==> src/source/vendingDefines.svh <==
`ifndef VENDING_DEFINES_SVH
`define VENDING_DEFINES_SVH

// item prices in cents, a price of 0 marks the item sold out
`define PRICE_A1 10'd100
`define PRICE_A2 10'd0
`define PRICE_A3 10'd125
`define PRICE_B1 10'd175
`define PRICE_B2 10'd225
`define PRICE_B3 10'd250
`define PRICE_C1 10'd100
`define PRICE_C2 10'd325
`define PRICE_C3 10'd375

`define MAX_CREDIT   11'd500 // credit cap in cents

`define COIN_NICKEL  10'd5
`define COIN_DIME    10'd10
`define COIN_QUARTER 10'd25
`define COIN_DOLLAR  10'd100
`define COIN_FIVE    10'd500

`define ITEM_COUNT   9
`define COIN_COUNT   5

`define SCAN_BITS    2 // cycles per lit digit = 2**SCAN_BITS, raise for the board

// active-low segments, msb first, decimal point in bit 0
`define SEG_DIGIT_0  8'b1000_0001
`define SEG_DIGIT_1  8'b1111_0011
`define SEG_DIGIT_2  8'b0100_1001
`define SEG_DIGIT_3  8'b0110_0001
`define SEG_DIGIT_4  8'b0011_0011
`define SEG_DIGIT_5  8'b0010_0101
`define SEG_DIGIT_6  8'b0000_0101
`define SEG_DIGIT_7  8'b1111_0001
`define SEG_DIGIT_8  8'b0000_0001
`define SEG_DIGIT_9  8'b0010_0001
`define SEG_DASH     8'b0111_1111
`define SEG_DP_MASK  8'b1111_1110 // and-mask that lights the point

`endif
==> src/source/vendingPkg.sv <==
package vendingPkg;

    typedef logic [9:0] centsT;     // money in cents, up to 1023
    typedef logic [8:0] itemMaskT;  // bit 0 = A1 ... bit 8 = C3
    typedef logic [4:0] coinMaskT;  // bit 0 = nickel ... bit 4 = five dollars
    typedef logic [3:0] itemIndexT; // item number 0..8
    typedef logic [3:0] bcdDigitT;  // one decimal digit
    typedef logic [7:0] segmentT;   // active-low segment pattern

    // command handed from key decode to credit logic
    typedef enum logic [1:0] {
        cmdNone   = 2'd0,
        cmdCoin   = 2'd1,
        cmdItem   = 2'd2,
        cmdCancel = 2'd3
    } cmdKindE;

    // binary to decimal converter
    typedef enum logic [0:0] {
        convIdle  = 1'b0,
        convShift = 1'b1
    } convStateE;

endpackage

==> src/source/vendingMachine.sv <==
`timescale 1ns/10ps

module vendingMachine (
    input  logic                 A1,           // clock
    input  logic                 A2,           // async reset, active high
    input  vendingPkg::itemMaskT itemKey,      // A1..C3 item keys
    input  vendingPkg::coinMaskT coinKey,      // nickel..five
    input  logic                 cancelKey,
    output vendingPkg::itemMaskT greenLed,     // affordable
    output vendingPkg::itemMaskT redLed,       // sold out
    output vendingPkg::itemMaskT dispensedLed, // last item bought
    output logic [3:0]           anode,        // active low digit select
    output vendingPkg::segmentT  segment
);
    import vendingPkg::*;

    logic      cmdValid;
    cmdKindE   cmdKind;
    centsT     cmdCents;
    itemIndexT cmdItem;

    logic      showStrobe;
    centsT     showCents;
    logic      showNegative;
    logic      showDecimal;

    keyDecode keys0 (
        .A1, .A2,
        .itemKey, .coinKey, .cancelKey,
        .cmdValid, .cmdKind, .cmdCents, .cmdItem
    );

    creditExecute credit0 (
        .A1, .A2,
        .cmdValid, .cmdKind, .cmdCents, .cmdItem,
        .greenLed, .redLed, .dispensedLed,
        .showStrobe, .showCents, .showNegative, .showDecimal
    );

    displayResult display0 (
        .A1, .A2,
        .showStrobe, .showCents, .showNegative, .showDecimal,
        .anode, .segment
    );

endmodule

==> src/source/displayResult.sv <==
`timescale 1ns/10ps
`include "vendingDefines.svh"

module displayResult (
    input  logic                A1,           // clock
    input  logic                A2,           // async reset, active high
    input  logic                showStrobe,
    input  vendingPkg::centsT   showCents,
    input  logic                showNegative,
    input  logic                showDecimal,
    output logic [3:0]          anode,        // active low, digit 0 rightmost
    output vendingPkg::segmentT segment
);
    import vendingPkg::*;

    logic                  startConv;
    centsT                 binValue;
    logic                  convDone;
    bcdDigitT              conv0;
    bcdDigitT              conv1;
    bcdDigitT              conv2;
    bcdDigitT              conv3;
    bcdDigitT              shown [4];    // digits on the display
    logic                  pendNegative; // flags wait for their digits
    logic                  pendDecimal;
    logic                  negHeld;
    logic                  decHeld;
    logic [`SCAN_BITS+1:0] scanCount;
    logic [1:0]            scanSel;

    function automatic segmentT digitToSeg(input bcdDigitT d);
        case (d)
            4'd0:    return `SEG_DIGIT_0;
            4'd1:    return `SEG_DIGIT_1;
            4'd2:    return `SEG_DIGIT_2;
            4'd3:    return `SEG_DIGIT_3;
            4'd4:    return `SEG_DIGIT_4;
            4'd5:    return `SEG_DIGIT_5;
            4'd6:    return `SEG_DIGIT_6;
            4'd7:    return `SEG_DIGIT_7;
            4'd8:    return `SEG_DIGIT_8;
            4'd9:    return `SEG_DIGIT_9;
            default: return `SEG_DASH; // not a decimal digit
        endcase
    endfunction

    assign startConv = showStrobe;
    assign binValue  = showCents;

    bcdConvert convert0 (
        .A1, .A2,
        .startConv, .binValue,
        .convDone,
        .digit0 (conv0),
        .digit1 (conv1),
        .digit2 (conv2),
        .digit3 (conv3)
    );

    always_ff @(posedge A1 or posedge A2) begin
        if (A2) begin
            shown        <= '{default: '0}; // 0000 after reset
            pendNegative <= 1'b0;
            pendDecimal  <= 1'b0;
            negHeld      <= 1'b0;
            decHeld      <= 1'b0;
            scanCount    <= '0;
        end else begin
            scanCount <= scanCount + 1'b1;
            if (showStrobe) begin
                pendNegative <= showNegative;
                pendDecimal  <= showDecimal;
            end
            if (convDone) begin
                shown   <= '{conv0, conv1, conv2, conv3};
                negHeld <= pendNegative;
                decHeld <= pendDecimal;
            end
        end
    end

    assign scanSel = scanCount[`SCAN_BITS +: 2]; // digit 0, 1, 2, 3 in turn
    assign anode   = ~(4'b0001 << scanSel);

    always_comb begin
        segment = digitToSeg(shown[scanSel]);
        if (scanSel == 2'd3 && negHeld) begin
            segment = `SEG_DASH;
        end
        if (scanSel == 2'd2 && decHeld) begin
            segment = segment & `SEG_DP_MASK; // point after the dollars
        end
    end

endmodule

==> src/source/bcdConvert.sv <==
`timescale 1ns/10ps

module bcdConvert (
    input  logic                 A1,        // clock
    input  logic                 A2,        // async reset, active high
    input  logic                 startConv, // restarts a running conversion
    input  vendingPkg::centsT    binValue,
    output logic                 convDone,  // pulse, 11 cycles after start
    output vendingPkg::bcdDigitT digit0,    // ones
    output vendingPkg::bcdDigitT digit1,
    output vendingPkg::bcdDigitT digit2,
    output vendingPkg::bcdDigitT digit3     // thousands
);
    import vendingPkg::*;

    convStateE   state;
    logic [3:0]  shiftCount;
    centsT       binShift;  // binary bits still to shift in, msb first
    logic [15:0] bcd;       // four packed digits
    logic [15:0] bcdAdj;

    // add 3 to every digit of 5 or more ahead of the shift
    always_comb begin
        for (int n = 0; n < 4; n++) begin
            bcdAdj[4*n +: 4] = (bcd[4*n +: 4] >= 4'd5) ? bcd[4*n +: 4] + 4'd3
                                                       : bcd[4*n +: 4];
        end
    end

    always_ff @(posedge A1 or posedge A2) begin
        if (A2) begin
            state      <= convIdle;
            shiftCount <= '0;
            convDone   <= 1'b0;
        end else begin
            convDone <= 1'b0;
            if (startConv) begin
                state      <= convShift; // load cycle
                shiftCount <= '0;
            end else if (state == convShift) begin
                shiftCount <= shiftCount + 4'd1;
                if (shiftCount == 4'd9) begin // tenth shift
                    state    <= convIdle;
                    convDone <= 1'b1;
                end
            end
        end
    end

    always_ff @(posedge A1) begin
        if (startConv) begin
            binShift <= binValue;
            bcd      <= '0;
        end else if (state == convShift) begin
            bcd      <= {bcdAdj[14:0], binShift[9]};
            binShift <= {binShift[8:0], 1'b0};
        end
    end

    assign digit0 = bcd[3:0];
    assign digit1 = bcd[7:4];
    assign digit2 = bcd[11:8];
    assign digit3 = bcd[15:12];

endmodule

==> src/source/creditExecute.sv <==
`timescale 1ns/10ps
`include "vendingDefines.svh"

module creditExecute (
    input  logic                  A1,           // clock
    input  logic                  A2,           // async reset, active high
    input  logic                  cmdValid,
    input  vendingPkg::cmdKindE   cmdKind,
    input  vendingPkg::centsT     cmdCents,
    input  vendingPkg::itemIndexT cmdItem,
    output vendingPkg::itemMaskT  greenLed,
    output vendingPkg::itemMaskT  redLed,
    output vendingPkg::itemMaskT  dispensedLed,
    output logic                  showStrobe,   // new amount for the display
    output vendingPkg::centsT     showCents,
    output logic                  showNegative, // dash on the top digit
    output logic                  showDecimal
);
    import vendingPkg::*;

    localparam centsT PRICE [`ITEM_COUNT] = '{`PRICE_A1, `PRICE_A2, `PRICE_A3,
                                              `PRICE_B1, `PRICE_B2, `PRICE_B3,
                                              `PRICE_C1, `PRICE_C2, `PRICE_C3};

    centsT       credit;     // money inserted, only cancel lowers it
    centsT       change;     // change from the last purchase
    itemMaskT    selected;   // one-hot, last item bought
    centsT       showAmount; // shown value unless change is shown
    logic        showChange;
    centsT       price;
    logic [10:0] coinSum;    // one bit wider so the cap compare is exact

    assign price   = PRICE[cmdItem];
    assign coinSum = {1'b0, credit} + {1'b0, cmdCents};

    always_ff @(posedge A1 or posedge A2) begin
        if (A2) begin
            credit       <= '0;
            change       <= '0;
            selected     <= '0;
            showAmount   <= '0;
            showChange   <= 1'b0;
            showStrobe   <= 1'b0;
            showNegative <= 1'b0;
            showDecimal  <= 1'b0;
        end else begin
            showStrobe <= 1'b0;
            if (cmdValid) begin
                case (cmdKind)
                    cmdCoin: begin
                        if (coinSum <= `MAX_CREDIT) begin // refused coin leaves all as is
                            credit       <= coinSum[9:0];
                            showAmount   <= coinSum[9:0];
                            showChange   <= 1'b0;
                            showNegative <= 1'b0;
                            showDecimal  <= 1'b1;
                            showStrobe   <= 1'b1;
                        end
                    end
                    vendingPkg::cmdItem: begin
                        showDecimal <= 1'b1;
                        showStrobe  <= 1'b1;
                        if (credit == '0) begin
                            showAmount   <= price;  // price check
                            showChange   <= 1'b0;
                            showNegative <= 1'b0;
                        end else if (credit >= price && price != '0) begin
                            change       <= credit - price; // buy
                            selected     <= itemMaskT'(1) << cmdItem;
                            showChange   <= 1'b1;
                            showNegative <= 1'b0;
                        end else begin
                            // shortfall, or zero for a sold-out item
                            showAmount   <= (price == '0) ? centsT'(0) : price - credit;
                            showChange   <= 1'b0;
                            showNegative <= 1'b1;
                        end
                    end
                    cmdCancel: begin
                        credit       <= '0;
                        change       <= '0;
                        selected     <= '0;
                        showAmount   <= '0;
                        showChange   <= 1'b0;
                        showNegative <= 1'b0;
                        showDecimal  <= 1'b0; // plain 0000
                        showStrobe   <= 1'b1;
                    end
                    default: begin
                    end
                endcase
            end
        end
    end

    assign showCents = showChange ? change : showAmount;

    always_comb begin
        for (int i = 0; i < `ITEM_COUNT; i++) begin
            greenLed[i] = (credit >= PRICE[i]) && (PRICE[i] != '0);
            redLed[i]   = (PRICE[i] == '0); // sold out
        end
    end

    assign dispensedLed = selected;

endmodule

==> src/source/keyDecode.sv <==
`timescale 1ns/10ps
`include "vendingDefines.svh"

module keyDecode (
    input  logic                  A1,        // clock
    input  logic                  A2,        // async reset, active high
    input  vendingPkg::itemMaskT  itemKey,
    input  vendingPkg::coinMaskT  coinKey,
    input  logic                  cancelKey,
    output logic                  cmdValid,  // one-cycle pulse
    output vendingPkg::cmdKindE   cmdKind,
    output vendingPkg::centsT     cmdCents,  // coin value, valid with cmdCoin
    output vendingPkg::itemIndexT cmdItem    // item number, valid with cmdItem
);
    import vendingPkg::*;

    localparam centsT COIN_VALUE [`COIN_COUNT] = '{`COIN_NICKEL, `COIN_DIME, `COIN_QUARTER,
                                                   `COIN_DOLLAR, `COIN_FIVE};

    itemMaskT  itemNow;
    itemMaskT  itemPrev;
    coinMaskT  coinNow;
    coinMaskT  coinPrev;
    logic      cancelNow;
    logic      cancelPrev;

    itemMaskT  itemEdge;
    coinMaskT  coinEdge;
    logic      cancelEdge;

    cmdKindE   nextKind;
    centsT     nextCents;
    itemIndexT nextItem;

    always_ff @(posedge A1 or posedge A2) begin
        if (A2) begin
            itemNow    <= '0;
            itemPrev   <= '0;
            coinNow    <= '0;
            coinPrev   <= '0;
            cancelNow  <= 1'b0;
            cancelPrev <= 1'b0;
        end else begin
            itemNow    <= itemKey;   // sample raw levels
            itemPrev   <= itemNow;
            coinNow    <= coinKey;
            coinPrev   <= coinNow;
            cancelNow  <= cancelKey;
            cancelPrev <= cancelNow;
        end
    end

    assign itemEdge   = itemNow & ~itemPrev; // rising edges only
    assign coinEdge   = coinNow & ~coinPrev;
    assign cancelEdge = cancelNow & ~cancelPrev;

    // coins beat items, items beat cancel, lowest index wins within a group
    always_comb begin
        nextKind  = cmdNone;
        nextCents = '0;
        nextItem  = '0;
        if (|coinEdge) begin
            nextKind = cmdCoin;
            for (int i = `COIN_COUNT - 1; i >= 0; i--) begin
                if (coinEdge[i]) begin
                    nextCents = COIN_VALUE[i]; // lower index overwrites
                end
            end
        end else if (|itemEdge) begin
            nextKind = vendingPkg::cmdItem; // port of the same name shadows the literal
            for (int i = `ITEM_COUNT - 1; i >= 0; i--) begin
                if (itemEdge[i]) begin
                    nextItem = itemIndexT'(i);
                end
            end
        end else if (cancelEdge) begin
            nextKind = cmdCancel;
        end
    end

    always_ff @(posedge A1 or posedge A2) begin
        if (A2) begin
            cmdValid <= 1'b0;
            cmdKind  <= cmdNone;
        end else begin
            cmdValid <= (nextKind != cmdNone);
            cmdKind  <= nextKind;
        end
    end

    always_ff @(posedge A1) begin
        cmdCents <= nextCents; // payload, qualified by cmdValid
        cmdItem  <= nextItem;
    end

endmodule

==> config.mk <==
export PLATFORM = sky130hd
export DESIGN_NAME = vendingMachine
export DESIGN_NICKNAME = d
export VERILOG_FILES = /design/src/source/vendingPkg.sv /design/src/source/vendingMachine.sv /design/src/source/displayResult.sv /design/src/source/bcdConvert.sv /design/src/source/creditExecute.sv /design/src/source/keyDecode.sv
export VERILOG_INCLUDE_DIRS = /design/src /design/src/source
export SDC_FILE = /design/constraint.sdc
export NUM_CORES = 1
export LEC_CHECK = 0
export ABC_CLOCK_PERIOD_IN_PS = 4100
export BUFFER_PORTS_ARGS = -buffer_cell sky130_fd_sc_hd__buf_2
export CAP_MARGIN = 20
export CORE_AREA = 2 2 157 159
export CTS_CLUSTER_DIAMETER = 50
export DETAILED_ROUTE_END_ITERATION = 16
export DIE_AREA = 0 0 159 161
export PLACE_DENSITY = 0.47
export SETUP_SLACK_MARGIN = 0.5
export SLEW_MARGIN = 20
export SYNTH_ARGS = -nofsm -noshare
export SYNTH_HDL_FRONTEND = slang
export SYNTH_SLANG_ARGS = --single-unit
==> constraint.sdc <==
create_clock -name A1 -period 4.1 [get_ports A1]
set_input_delay 0.615 -clock A1 [delete_from_list [all_inputs] [get_ports A1]]
set_output_delay 0.615 -clock A1 [all_outputs]
set_load 0.01 [all_outputs]
Yosys cells after proc, flatten, opt, wreduce, memory -nomap -nowiden
Memories as Yosys holds them, arrays and structs flattened.
Index checks and enable logic that the tools add are counted.
Widths: inputs -> output; s select.

operators by class
  add/subtract/negate cells = 9
  shift operators = 2
  order comparisons = 15
  equal/unequal tests = 10
  mux-type cells = 62
  bitwise operators = 11
  reductions and logical operators = 26

operators by type and width
  operator             number
  $mux 10              11
  $pmux 10 s2          2
  $mux 4               9
  $ge 10x8->1 const B  3
  $pmux 10 s3          1
  $mux 9               3
  $ge 10x7->1 const B  2
  $ge 10x9->1 const B  2
  $logic_not 10->1     2
  $sub 10x10->10       2
  $mux 3               6
  $pmux 9 s2           1
  $ge 4x3->1 const B   4
  $mux 1               16
  $reduce_or 14->1     1
  $add 4x2->4 const B  3
  $add 10x9->11        1
  $le 11x9->1 const B  1
  $ge 10x10->1         1
  $mux 2               5
  $reduce_bool 10->1   1
  $reduce_or 10->1     1
  $reduce_or 5->1      2
  $and 9x9->9          1
  other kinds (37)     54

word-level totals
  logic and storage cells = 176
  input port bits = 17
  output and inout port bits = 39
  memory bits (read-only) = 272
  memories kept = 2
  flip-flop bits (word level) = 145

memories
  name              depth  bits a word  read ports  clocked after Yosys merged registers in  write ports  RTL line             text
  (name not given)  16     10           1           0                                        0            creditExecute.sv:33  assign price = PRICE[cmdItem];
  (name not given)  16     7            1           0                                        0            displayResult.sv:32  case (d)

Depth between registers and ports, before layout
  depth in word-level cells = 10
  mapped depth = 16
  depth with buffers taken out = 15

Cells and area by module
Synthesis repeated with hierarchy kept, for this count alone.

second synthesis, totals
  cell total of the unflattened synthesis = 842
  area total of the unflattened synthesis = 8354.3 um2

modules (own cells, without submodules)
  module         area each (um2)  sequential area each (um2)  cells an instance  instances
  creditExecute  4015.1           1076.0                      482                1
  bcdConvert     1634.1           770.7                       161                1
  keyDecode      1441.4           1046.0                      102                1
  displayResult  1263.7           600.6                       97                 1

Least setup slack after synthesis
Ideal clock, no wire load.

  path type = flip-flop to flip-flop
  start point = register keys0.cmdItem[1]
  end point = register credit0.showAmount[2]
  library setup time = 125 ps
  cell stages (with the launch flop) = 16
  required time = 3975 ps
  buffers on the path = 0
  setup slack = 880 ps
  clock period less this slack = 3220 ps
  data arrival time = 3095 ps
  cell sequence = dfxtp_1 -> inv_1 -> ha_1 -> a21oi_1 -> nor2_1 -> inv_1 -> ha_1 -> inv_1 -> fa_1 -> a21o_1 -> a21oi_1 -> o211ai_1 -> nand2_2 -> nor3_2 -> nor3_4 -> mux2_2

on the way
  cells in the longest elaborated chain, start to end = 9
  elaborated cells between the ends (all ways) = 15
  those cells by class = add/sub: 1; order compare: 1; eq/ne: 1; mux: 6; bitwise: 1; reduce/logical: 4; memory: 1

RTL lines
  element                                             RTL line             text
  start, declared                                     keyDecode.sv:13      output vendingPkg::itemIndexT cmdItem
  start signal, assigned                              keyDecode.sv:93      cmdItem <= nextItem;
  $not 4->5 (not written as such) *                   creditExecute.sv:33
  $mem_v2 16x10 *                                     --
  $mux 10 (not written as such) * (2 in series)       creditExecute.sv:33
  $sub 10x10->10 or $logic_not 10->1 (tied branches)  creditExecute.sv:74  showAmount <= (price == '0) ? centsT'(0) : price - credit;
  $mux 10                                             creditExecute.sv:74
  $mux 10                                             creditExecute.sv:67  end else if (credit >= price && price != '0) begin
  $mux 10                                             creditExecute.sv:63  if (credit == '0) begin
  $pmux 10 s3                                         creditExecute.sv:49  case (cmdKind)
  end signal, assigned                                creditExecute.sv:53  showAmount <= coinSum[9:0];
  end signal, assigned                                creditExecute.sv:64  showAmount <= price;
  end signal, assigned                                creditExecute.sv:74
  end, declared                                       creditExecute.sv:28  centsT showAmount;

Mark *: on every way between the ends. The rest lies on a longest branch, timed or not. The select of a mux whose other input is x is not followed.
A chain may end at the register's enable or synchronous reset.

Final worst setup path
  start point = register keys0.cmdItem[0]
  end point = register credit0.showAmount[1]

The elaborated chain is that of the path after synthesis.

==> out/metrics.cfg <==
[power]
vdd_drop_max_mv=0.2513
power.total_mw=5.227
leakagePower_nw=4.042
power_density_nw_per_um2=575.0

[timing]
finalClockSkew_ns=0.01264
hold_ws_ns=0.2881
slew_headroom_pct=41.95
fmax_ghz=0.2940
fin_crit_ns=3.402
slew_viol_final=0
finalHoldViolCount=0
setup_tns_ns=0
tightest_slew_ns=0.8707
min_period_over_period_pct=82.97
rsz0062_at_grt=false
setup_viol=0

[synthesis]
avgSynthCellArea_um2=9.902
yosysWarnings=0
synth_cells=806
synth-seq-area-share_pct=43.77
synth_area_leader_cell=dfrtp_1
async_reset_ff_share_pct=74.13
synthTopCellsByArea=dfrtp_1, ha_1, dfxtp_1
synth_area_um2=7981
yosysTopAreaCellShare_pct=33.23
synth_xor_area_share_pct=3.073
yosysUniqueCellTypes=83
synth_mux_area_share_pct=9.280
synth_seq_cells=143
synth_top_family_by_area=simple AND/OR/NAND/NOR gates
synth_edf_count=10
yosys.area_share.simple_pct=15.24
synth_ff_type=dfrtp_1
synth_compound_area_share_pct=15.00
synth_fa_ha_area_share_pct=8.277

[clock_tree]
cts_max_level=4
clk_path_buf_depth=2
cts_sinks=143
ctsHoldBuffers=0
clock_latency_ns=0.43
tritoncts=built
root_buffer=clkbuf_16
path_clk_slew_ns=0.07
cts_buffers=17

[cells_and_area]
drive_above_1_share_pct=17.61
antenna_cells=0
syn2layout_area_growth_pct=13.91
post-route-util_pct=37.94
fin_nets=907
final_cell_count_no_fill=1176

[routing]
drt_wl_total_mm=19.11
vias=5851
dr.pass1.iters=6
routedWlPerCell_um=16.25
drtIter0Drc=302
drc_errors=0
ant_nets=0
routed_via_density=4.975

[job]
cap_violations=0

[worst_setup_path]
endpoint_kind=flop
path_buf_inv=2
cp_common_cell=nor3_4
path_class=reg2reg
start_kind=flop
crit_path_max_fanout=8
worstPathRequired_ns=4.40
max_stage_delay_ns=0.50
path_cells=inv_1 -> ha_1 -> or4_4 -> ha_2 -> and3_1 -> nand2_1 -> o211ai_1 -> nand2_2 -> nor3_4 -> nor3_4 -> buf_12 -> mux2_1
arrival_ns=3.71
cp_slowest_cell=or4_4
crit_family=simple AND/OR/NAND/NOR gates

[floorplan]
initial_core_util_pct=33.31
die-area_um2=25600
num_rows=57
die_w_um=159
design.core.area_um2=23960
io_pins=56
die-height_um=161

[global_route]
track_usage_pct=15.21
grt_pass1_wl_mm=30.75
grt_max_degree=67
overflow=0
antenna_found_initial=0
grt_pass1_vias=5697

[placement]
numPlacedInstances=1143
port_buffers=45
hpwlAfterDp_mm=14.14
gp_congestion=0.8532

[min_path]
hp-class=in2reg

[run_status]
outcome=finished clean

worst paths after layout:
check / cells after the start / startpoint / end / slack, ns
max: 12 / keys0.cmdItem[0]$_SDFF_PP0_ / credit0.showAmount[1]$_DFFE_PP0P_ / 0.70
min: 1 / coinKey[1] / keys0.coinNow[1]$_DFF_PP0_ / 0.29
max reg2reg: 12 / keys0.cmdItem[0]$_SDFF_PP0_ / credit0.showAmount[1]$_DFFE_PP0P_ / 0.70
min reg2reg: 0 / keys0.itemNow[4]$_DFF_PP0_ / keys0.itemPrev[4]$_DFF_PP0_ / 0.37
max in group asynchronous: 3 / A2 / keys0.cmdKind[1]$_DFF_PP0_ / 3.03
min in group asynchronous: 2 / A2 / credit0.dispensedLed[0]$_DFFE_PP0P_ / 0.36
cell usage in the layout (no fill, tap or decap), types with 26 or more instances in the layout:
cell / n
nor2_1: 58
a21oi_1: 57
nand2_1: 48
buf_2: 45
o21ai_0: 61
inv_1: 49
dfrtp_1: 106
ha_1: 46
dfxtp_1: 26
Yosys cell counts, types with 5 or more instances:
master,number
nand3_1,24
o21ai_0,61
dfrtp_1,106
and3_1,5
clkbuf_1,23
nand2_1,48
nand2b_1,22
xnor2_1,17
a21o_1,9
mux2i_1,23
edfxtp_1,10
buf_4,12
o22ai_1,5
nor2b_1,19
buf_2,6
o31ai_1,5
or2_2,5
nor2_1,58
a21oi_1,58
dfxtp_1,27
o41ai_1,5
nor3_1,19
xor2_1,11
inv_1,50
mux2_4,7
mux2_2,24
nand4_1,5
ha_1,48
worst reg2reg max path: stages, from the launching register on:
cell	delay (ns)
dfxtp_1	0.39
inv_1	0.08
ha_1	0.24
or4_4	0.50
ha_2	0.43
and3_1	0.24
nand2_1	0.08
o211ai_1	0.34
nand2_2	0.14
nor3_4	0.28
nor3_4	0.09
buf_12	0.16
mux2_1	0.31
through the flow:
stage          area (um2)  setup WS (ns)
3_5_place_dp         8466         0.5334
5_1_grt              9091         0.5026
4_1_cts              9042         0.5089
3_3_place_gp         8466         0.5627
2_1_floorplan        8011         0.6961
6_report             9091         0.6983
metal layers:
layer,vias up,global-route usage (%),share of wire [%]
met5,-,0,0
met4,0,5.331,1.8
met3,27,2.286,2.8
met2,101,26.46,50
met1,2826,19.35,46
li1,2897,-,-
flip-flops by register name, indices dropped and copies added, names as in the netlist, 7 cells and up:
register and flops:
credit0.change 10, credit0.credit 10, credit0.dispensedLed 9, credit0.showAmount 10
display0.convert0.bcd 16, display0.convert0.binShift 10, display0.shown 16, keys0.cmdCents 7
keys0.itemNow 9, keys0.itemPrev 9
where the power goes:
part           leakage, nW  switching (mW)  internal [mW]
Sequential            1.67           0.213           1.65
Clock                0.285           0.679          0.857
Combinational         2.09            1.05          0.775
Total                 4.04            1.94           3.28
cell families after synthesis:
kind of cell | after synthesis
buffers and inverters | 96
DFF | 143
and+or+nand+nor | 235
xor gates and xnor gates | 28
AOI/OAI and AO/OA | 189
adders and majority gates | 51
muxes | 62
other | 2
repair_timing:
item	in CTS	in global routing
resized for setup	0	7
endpoints found under the hold margin	0	0
setup buffers	0	1
setup endpoints to repair	0	30
area by class of cell:
cell class | instances | area [um2]
Clock buffer | 17 | 425.4
Tap cell | 324 | 405.4
Clock inverter | 15 | 151.4
Sequential cell | 143 | 3495
Fill cell | 2420 | 14870
Inverter | 51 | 193.9
Timing Repair Buffer | 51 | 295.3
Multi-Input combinational cell | 575 | 4125
Power figures use the tool's default switching activity.
